File: config.mk
export PLATFORM = sky130hd
export DESIGN_NAME = ram_cache
export DESIGN_NICKNAME = d
export VERILOG_FILES = /design/src/hw/cache_pkg.sv /design/src/hw/mem_cmd_if.sv /design/src/hw/block_if.sv /design/src/hw/cache_ctrl.sv /design/src/hw/block_store.sv /design/src/hw/mem_port.sv /design/src/hw/ram_cache.sv
export SDC_FILE = /design/constraint.sdc
export NUM_CORES = 1
export LEC_CHECK = 0
export ABC_AREA = 0
export ABC_CLOCK_PERIOD_IN_PS = 11900
export BUFFER_PORTS_ARGS = -buffer_cell sky130_fd_sc_hd__buf_2
export CAP_MARGIN = 30
export CORE_MARGIN = 2
export CORE_UTILIZATION = 49
export CTS_CLUSTER_DIAMETER = 30
export DETAILED_ROUTE_END_ITERATION = 6
export GPL_ROUTABILITY_DRIVEN = 0
export PLACE_DENSITY = 0.76
export REMOVE_ABC_BUFFERS = 1
export SETUP_SLACK_MARGIN = 0.15
export SLEW_MARGIN = 20
export SYNTH_ARGS = -nofsm -noshare
export SYNTH_HDL_FRONTEND = slang
export SYNTH_SLANG_ARGS = --single-unit
File: constraint.sdc
create_clock -name clock -period 11.9 [get_ports clock]
set_clock_uncertainty 0.1 [all_clocks]
set_input_delay 1.19 -clock clock [delete_from_list [all_inputs] [get_ports clock]]
set_output_delay 1.19 -clock clock [all_outputs]
set_load 0.005 [all_outputs]
File: src/hw/cache_pkg.sv
package cache_pkg;

	// Bits in one ISA word.
	localparam int word_width = 64;

	// Bits in one RAM block, moved to and from memory in one transfer.
	localparam int block_width = 128;

	// Bits that pick one word out of a block.
	localparam int word_sel_width = $clog2(block_width / word_width);

	// Bits that address a block, byte offset within the block removed.
	localparam int block_addr_width = word_width - $clog2(block_width / 8);

	typedef logic [word_width-1:0] word_t;
	typedef logic [block_width-1:0] block_t;
	typedef logic [block_addr_width-1:0] block_addr_t;
	typedef logic [word_sel_width-1:0] word_sel_t;

	// CPU word address.
	// Block address in the upper bits, word index in the lower bits.
	typedef logic [block_addr_width+word_sel_width-1:0] word_addr_t;

	// Operation requested by the CPU.
	typedef enum logic [1:0] {
		op_none,
		op_load,
		op_store,
		op_flush
	} cache_op_t;

endpackage

File: src/hw/mem_cmd_if.sv
`timescale 1ns/1ps

interface mem_cmd_if;
	import cache_pkg::*;

	// One-cycle command strobe.
	logic start;
	// Write the cached block back first.
	logic writeback;
	// Read a new block after any write-back.
	logic fill;
	// Address the cached block came from.
	block_addr_t wb_addr;
	// Address of the block to read.
	block_addr_t fill_addr;
	// One-cycle pulse once the last transfer is over.
	logic done;

	modport ctrl (
		output start, writeback, fill, wb_addr, fill_addr,
		input done
	);

	modport port (
		input start, writeback, fill, wb_addr, fill_addr,
		output done
	);
endinterface

File: src/hw/block_if.sv
`timescale 1ns/1ps

interface block_if;
	import cache_pkg::*;

	// Word path, driven by the controller.
	word_sel_t word_sel;
	logic write_word;
	word_t write_value;

	// Fill path, driven by the memory port.
	logic fill;
	block_t fill_data;

	// Contents of the cached block.
	block_t block;
	word_t read_word;

	modport ctrl (
		output word_sel, write_word, write_value
	);

	// Memory port side.
	// Needs the whole block for write-back.
	modport filler (
		output fill, fill_data,
		input block
	);

	modport store (
		input word_sel, write_word, write_value, fill, fill_data,
		output block, read_word
	);
endinterface

File: src/hw/cache_ctrl.sv
`timescale 1ns/1ps

module cache_ctrl (
	input logic clock,
	input logic reset,
	input cache_pkg::cache_op_t op,
	input cache_pkg::word_addr_t addr,
	input cache_pkg::word_t store_value,
	output logic busy,
	mem_cmd_if.ctrl mem_cmd,
	block_if.ctrl blk
);
	import cache_pkg::*;

	typedef enum logic [1:0] {
		st_clean,
		st_dirty,
		st_xfer
	} state_t;

	state_t state;
	state_t next_state;
	logic valid;
	logic next_valid;
	block_addr_t cached_addr;
	block_addr_t next_cached_addr;

	block_addr_t op_block;
	word_sel_t op_word;
	logic hit;

	// Split the CPU address into block address and word index.
	assign op_block = addr[word_sel_width +: block_addr_width];
	assign op_word = addr[word_sel_width-1:0];

	// Hit only when a block has been loaded at all.
	assign hit = valid && (op_block == cached_addr);

	// Word path follows the CPU address directly.
	assign blk.word_sel = op_word;
	assign blk.write_value = store_value;

	// Write back from the old address, fill from the new one.
	assign mem_cmd.wb_addr = cached_addr;
	assign mem_cmd.fill_addr = op_block;

	always_comb begin
		next_state = state;
		next_valid = valid;
		next_cached_addr = cached_addr;
		busy = 1'b0;
		mem_cmd.start = 1'b0;
		mem_cmd.writeback = 1'b0;
		mem_cmd.fill = 1'b0;
		blk.write_word = 1'b0;

		case (state)
			st_clean, st_dirty: begin
				case (op)
					op_load, op_store: begin
						if (hit) begin
							// Store hit merges the word and marks the block dirty.
							if (op == op_store) begin
								blk.write_word = 1'b1;
								next_state = st_dirty;
							end
						end else begin
							// Miss.
							// A dirty block goes back to memory before the fill.
							busy = 1'b1;
							mem_cmd.start = 1'b1;
							mem_cmd.writeback = (state == st_dirty);
							mem_cmd.fill = 1'b1;
							next_state = st_xfer;
							next_valid = 1'b1;
							next_cached_addr = op_block;
						end
					end
					op_flush: begin
						// Only a dirty block needs a write-back.
						if (state == st_dirty) begin
							busy = 1'b1;
							mem_cmd.start = 1'b1;
							mem_cmd.writeback = 1'b1;
							next_state = st_xfer;
						end
					end
					default: ;
				endcase
			end
			st_xfer: begin
				// Held operation is retried once the block is clean.
				busy = 1'b1;
				if (mem_cmd.done) begin
					next_state = st_clean;
				end
			end
			default: next_state = st_clean;
		endcase
	end

	always_ff @(posedge clock) begin
		if (reset) begin
			state <= st_clean;
			valid <= 1'b0;
			cached_addr <= '0;
		end else begin
			state <= next_state;
			valid <= next_valid;
			cached_addr <= next_cached_addr;
		end
	end
endmodule

File: src/hw/block_store.sv
`timescale 1ns/1ps

module block_store (
	input logic clock,
	input logic reset,
	block_if.store blk
);
	import cache_pkg::*;

	// The one cached block.
	block_t block_q;

	// Bit offset of the selected word.
	int unsigned word_lsb;

	assign word_lsb = blk.word_sel * word_width;

	always_ff @(posedge clock) begin
		if (reset) begin
			block_q <= '0;
		end else if (blk.fill) begin
			// Fill replaces the whole block.
			block_q <= blk.fill_data;
		end else if (blk.write_word) begin
			// Store replaces only the selected word.
			block_q[word_lsb +: word_width] <= blk.write_value;
		end
	end

	// Whole block for write-back.
	assign blk.block = block_q;

	// Selected word for loads, no register in the path.
	assign blk.read_word = block_q[word_lsb +: word_width];
endmodule

File: src/hw/mem_port.sv
`timescale 1ns/1ps

module mem_port (
	input logic clock,
	input logic reset,
	mem_cmd_if.port mem_cmd,
	block_if.filler blk,
	output logic mem_req,
	output logic mem_write,
	output cache_pkg::block_addr_t mem_addr,
	output cache_pkg::block_t mem_write_data,
	input logic mem_ack,
	input cache_pkg::block_t mem_read_data
);
	import cache_pkg::*;

	// Handshake phase of the current transfer.
	typedef enum logic [1:0] {
		ph_idle,
		ph_req,
		ph_release
	} phase_t;

	phase_t phase;
	logic fill_pending;
	logic done_q;
	logic fill_q;
	block_addr_t fill_addr_q;
	block_t read_data_q;

	logic launch;
	logic chain_fill;
	logic capture;

	// Command accepted while idle.
	assign launch = (phase == ph_idle) && mem_cmd.start;

	// Write-back finished and a fill follows.
	assign chain_fill = (phase == ph_release) && !mem_ack && mem_write && fill_pending;

	// Read data is valid while ack is high.
	assign capture = (phase == ph_req) && mem_ack && !mem_write;

	always_ff @(posedge clock) begin
		if (reset) begin
			phase <= ph_idle;
			mem_req <= 1'b0;
			mem_write <= 1'b0;
			fill_pending <= 1'b0;
			done_q <= 1'b0;
			fill_q <= 1'b0;
		end else begin
			done_q <= 1'b0;
			fill_q <= 1'b0;
			case (phase)
				ph_idle: begin
					if (launch) begin
						if (mem_cmd.writeback || mem_cmd.fill) begin
							mem_req <= 1'b1;
							mem_write <= mem_cmd.writeback;
							fill_pending <= mem_cmd.fill;
							phase <= ph_req;
						end else begin
							done_q <= 1'b1;
						end
					end
				end
				ph_req: begin
					// Drop req once memory acknowledges.
					if (mem_ack) begin
						mem_req <= 1'b0;
						phase <= ph_release;
					end
				end
				ph_release: begin
					// Wait for ack to fall before the next request.
					if (chain_fill) begin
						mem_req <= 1'b1;
						mem_write <= 1'b0;
						phase <= ph_req;
					end else if (!mem_ack) begin
						done_q <= 1'b1;
						fill_q <= !mem_write;
						phase <= ph_idle;
					end
				end
				default: phase <= ph_idle;
			endcase
		end
	end

	// Address and data stay fixed for a whole transfer.
	always_ff @(posedge clock) begin
		if (launch) begin
			fill_addr_q <= mem_cmd.fill_addr;
			mem_write_data <= blk.block;
			mem_addr <= mem_cmd.writeback ? mem_cmd.wb_addr : mem_cmd.fill_addr;
		end else if (chain_fill) begin
			mem_addr <= fill_addr_q;
		end
		if (capture) begin
			read_data_q <= mem_read_data;
		end
	end

	assign blk.fill = fill_q;
	assign blk.fill_data = read_data_q;
	assign mem_cmd.done = done_q;
endmodule

File: src/hw/ram_cache.sv
`timescale 1ns/1ps

module ram_cache (
	input logic clock,
	input logic reset,

	// CPU side.
	input cache_pkg::cache_op_t op,
	input cache_pkg::word_addr_t addr,
	input cache_pkg::word_t store_value,
	output logic busy,
	output cache_pkg::word_t load_value,

	// Slow memory side, four-phase req/ack.
	output logic mem_req,
	output logic mem_write,
	output cache_pkg::block_addr_t mem_addr,
	output cache_pkg::block_t mem_write_data,
	input logic mem_ack,
	input cache_pkg::block_t mem_read_data
);
	// Transfer commands from controller to memory port.
	mem_cmd_if mem_cmd_bus ();

	// Word and fill paths around the block store.
	block_if blk_bus ();

	cache_ctrl u_ctrl (
		.clock(clock),
		.reset(reset),
		.op(op),
		.addr(addr),
		.store_value(store_value),
		.busy(busy),
		.mem_cmd(mem_cmd_bus.ctrl),
		.blk(blk_bus.ctrl)
	);

	block_store u_store (
		.clock(clock),
		.reset(reset),
		.blk(blk_bus.store)
	);

	mem_port u_port (
		.clock(clock),
		.reset(reset),
		.mem_cmd(mem_cmd_bus.port),
		.blk(blk_bus.filler),
		.mem_req(mem_req),
		.mem_write(mem_write),
		.mem_addr(mem_addr),
		.mem_write_data(mem_write_data),
		.mem_ack(mem_ack),
		.mem_read_data(mem_read_data)
	);

	// Load data comes straight from the block store.
	assign load_value = blk_bus.read_word;
endmodule

==> metrics.txt <==
Syn Std Cell Area=0.0231 mm^2; number of synthesized flops with an enable pin=376; maxcap violations=0; Design Area, Final=0.0301 mm^2; Die X-Extent=221 um; Clk pin slew, worst setup/hold paths=0.05 ns; hold_ws=between 0.3 and 0.4 ns; placed insts=2705; RSZ-0062 raised after global routing=no; top layer in use=met5; register bit count reported by yosys=574; Design Power=approximately 6 mW; post-synthesis sequential area ratio=66.0%; Clock Path Buffers=3; WS Path Type=input pin to output port; # setup viols final=0; port bufs=512; most common cell after layout, fill and taps aside=buf_2; Die Ht=221 um; first-pass GRT wire length=97.2 mm; initial antenna violation count=27; CTS Hold Buffers Added=0; Leak=11.7 nW; max_slew headroom=35.8%; crit path DAT=3.42 ns; Area growth, synth to finish=30.1%; DR vias=between 15k and 20k; Die Footprint=approximately 0.049 mm^2; endpoints failing hold=0; mean routed wirelength per cell=22.0 um; core box area=0.0466 mm^2; outcome=finished, final reports clean; critical path peak fanout=5; dpl hpwl=41.0 mm; Initial Utilization=49.6%; max-slew violation count=0; CTS sink cnt=about 570; Setup Buffers After CTS=0; reg-to-reg slack, setup=7.89 ns; worst min path class=flop to flop; Fmax=0.212 GHz; share of layout cells above drive strength 1=34.8%; minimum clock period=4.71 ns; largest net degree at the start of global routing=165; fin crit share=39.6%; area occupied by multi-input gates=0.00681 mm^2; fillers=3304; CP peak stage delay=0.43 ns; drt pass-1 iters=6; CTS resizes=0; Data required, critical path=about 11 ns; Clock Tree Root=clkbuf_16; Post-Route WL=about 65 mm; Post-Route M1 WL=24.6 mm; Routed Antenna Nets=0; PD cells=199 mW/mm^2; DP Area=0.0260 mm^2; TritonCTS buffer count=111; worst slew pin tran=0.962 ns; H-tree depth=3; crit path max-delay cell type=nor4_1; ys async rst share=0%; crit path cell chain=buf_2 -> xnor2_1 -> nand4_1 -> nor4_1 -> nand4_1 -> o21a_1 -> o21ai_0 -> mux2i_1 -> buf_2; # rows=just under 80; sum of negative setup slack=0 ns; GR Overflow Total=0; peak supply drop=208 uV; Final nets=2474; met2 wire length=~32 mm; Clock Latency Late Sink=0.66 ns; CP Launch Type=input pin; most frequent cells in the layout=buf_2, edfxtp_1, dfxtp_1; mean area per synthesized cell=13.8 um^2; Yosys cell types=50; Sequential Area=~0.015 mm^2; vias in the first global route=~17k; Yosys warnings=0; DR iter-0 viols=around 1.3k; CTS tree=done; Gate Count Post-Synth=1672; top_reg_cell synth=edfxtp_1; Via density=5.52; CP Capture Type=output port; IO Pins=just over 500; Remaining DRCs=0; fin cells=2940; Overall Global Routing Usage=25.8%; met3 wire len=a little under 6 mm
[through the flow]
step           setup slack, ns  utilization, %
6_report                  7.19            64.6
5_1_grt                   6.98            64.5
4_1_cts                   7.17            64.3
3_5_place_dp              6.79            55.9
3_3_place_gp              6.88            55.9
2_1_floorplan            0.659               -
[sequential cells by signal, indices dropped and copies added, names as in the netlist]
name / flops
u_ctrl.mem_cmd.wb_addr: 60
u_ctrl.state: 2
u_ctrl.valid: 1
u_port.blk.fill: 1
u_port.blk.fill_data: 128
u_port.fill_addr_q: 60
u_port.fill_pending: 1
u_port.mem_addr: 60
u_port.mem_cmd.done: 1
u_port.mem_req: 1
u_port.mem_write: 1
u_port.mem_write_data: 128
u_port.phase: 2
u_store.blk.block: 128
[logic make-up after synthesis]
kind of cell    Yosys count  share of synthesized area (%)
buf+inv                 231                           4.73
compound gates          225                           7.57
flops                   574                           66.0
xor+xnor                 40                           1.52
fa+ha+maj                 3                          0.163
simple gates            286                           5.74
mux                     313                           14.2
[path summary, 6_finish.rpt]
path	start	endpoint	cells after the start
worst max-delay path	addr[27]	busy	9
worst min register to register	u_store.blk.block[89]	u_port.mem_write_data[89]	0
worst min-delay path	u_store.blk.block[89]	u_port.mem_write_data[89]	0
worst max register to register	u_ctrl.mem_cmd.wb_addr[26]	u_port.mem_addr[54]	9
[synthesized netlist by cell type (2+ instances only)]
| master | count | share of area, % |
|---|---|---|
| edfxtp_1 | 376 | 49 |
| dfxtp_1 | 198 | 17 |
| nor2_1 | 190 | 3.1 |
| mux2i_1 | 189 | 8.2 |
| a211oi_1 | 128 | 4.2 |
| inv_1 | 126 | 2.0 |
| clkbuf_1 | 76 | 1.2 |
| mux2_2 | 64 | 3.1 |
| a32oi_1 | 60 | 2.3 |
| mux2_1 | 60 | 2.9 |
| xnor2_1 | 33 | 1.3 |
| nand2b_1 | 24 | 0.65 |
| nand2_1 | 14 | 0.23 |
| nand4_1 | 14 | 0.38 |
| buf_2 | 13 | 0.28 |
| buf_12 | 12 | 1.0 |
| o21ai_0 | 10 | 0.22 |
| nand3_1 | 9 | 0.19 |
| nor3_1 | 8 | 0.17 |
| o22ai_1 | 8 | 0.22 |
| nor4_1 | 7 | 0.19 |
| xor2_1 | 7 | 0.27 |
| nor4_2 | 5 | 0.27 |
| o2111ai_1 | 5 | 0.19 |
| or3_1 | 4 | 0.11 |
| a21oi_1 | 3 | 0.065 |
| ha_1 | 3 | 0.16 |
| a31oi_1 | 2 | 0.054 |
| buf_6 | 2 | 0.097 |
| inv_2 | 2 | 0.033 |
[critical path: cells and delay by family]
kind / cells / cell delay [ns]
AO/OA/AOI/OAI: 2 / 0.54
XOR/XNOR: 1 / 0.25
buffers and inverters: 2 / 0.33
multiplexers: 1 / 0.12
AND/OR/NAND/NOR: 3 / 0.99
[power breakdown]
part           switching (mW)  internal (mW)  total (mW)
Sequential             0.0522           2.28        2.34
Combinational           0.257          0.173       0.430
Clock                    1.08           2.14        3.22
Total                    1.39           4.60        5.99
[layout make-up]
cell class | instances | share of cell area (%)
antenna | 22 | 0.183
tap | 607 | 2.53
clock buffer | 130 | 9.64
clock inverter | 81 | 3.36
sequential | 574 | 50.8
multi-input combinational | 867 | 22.7
inverter | 128 | 1.65
timing repair buffer | 531 | 9.23
[routing by layer]
metal  track usage, %  vias up
met2             41.8      754
met5                0        -
li1                 -     7345
met4             12.8       12
met1             31.0     7986
met3             8.30      146
Power figures use the tool's default switching activity.
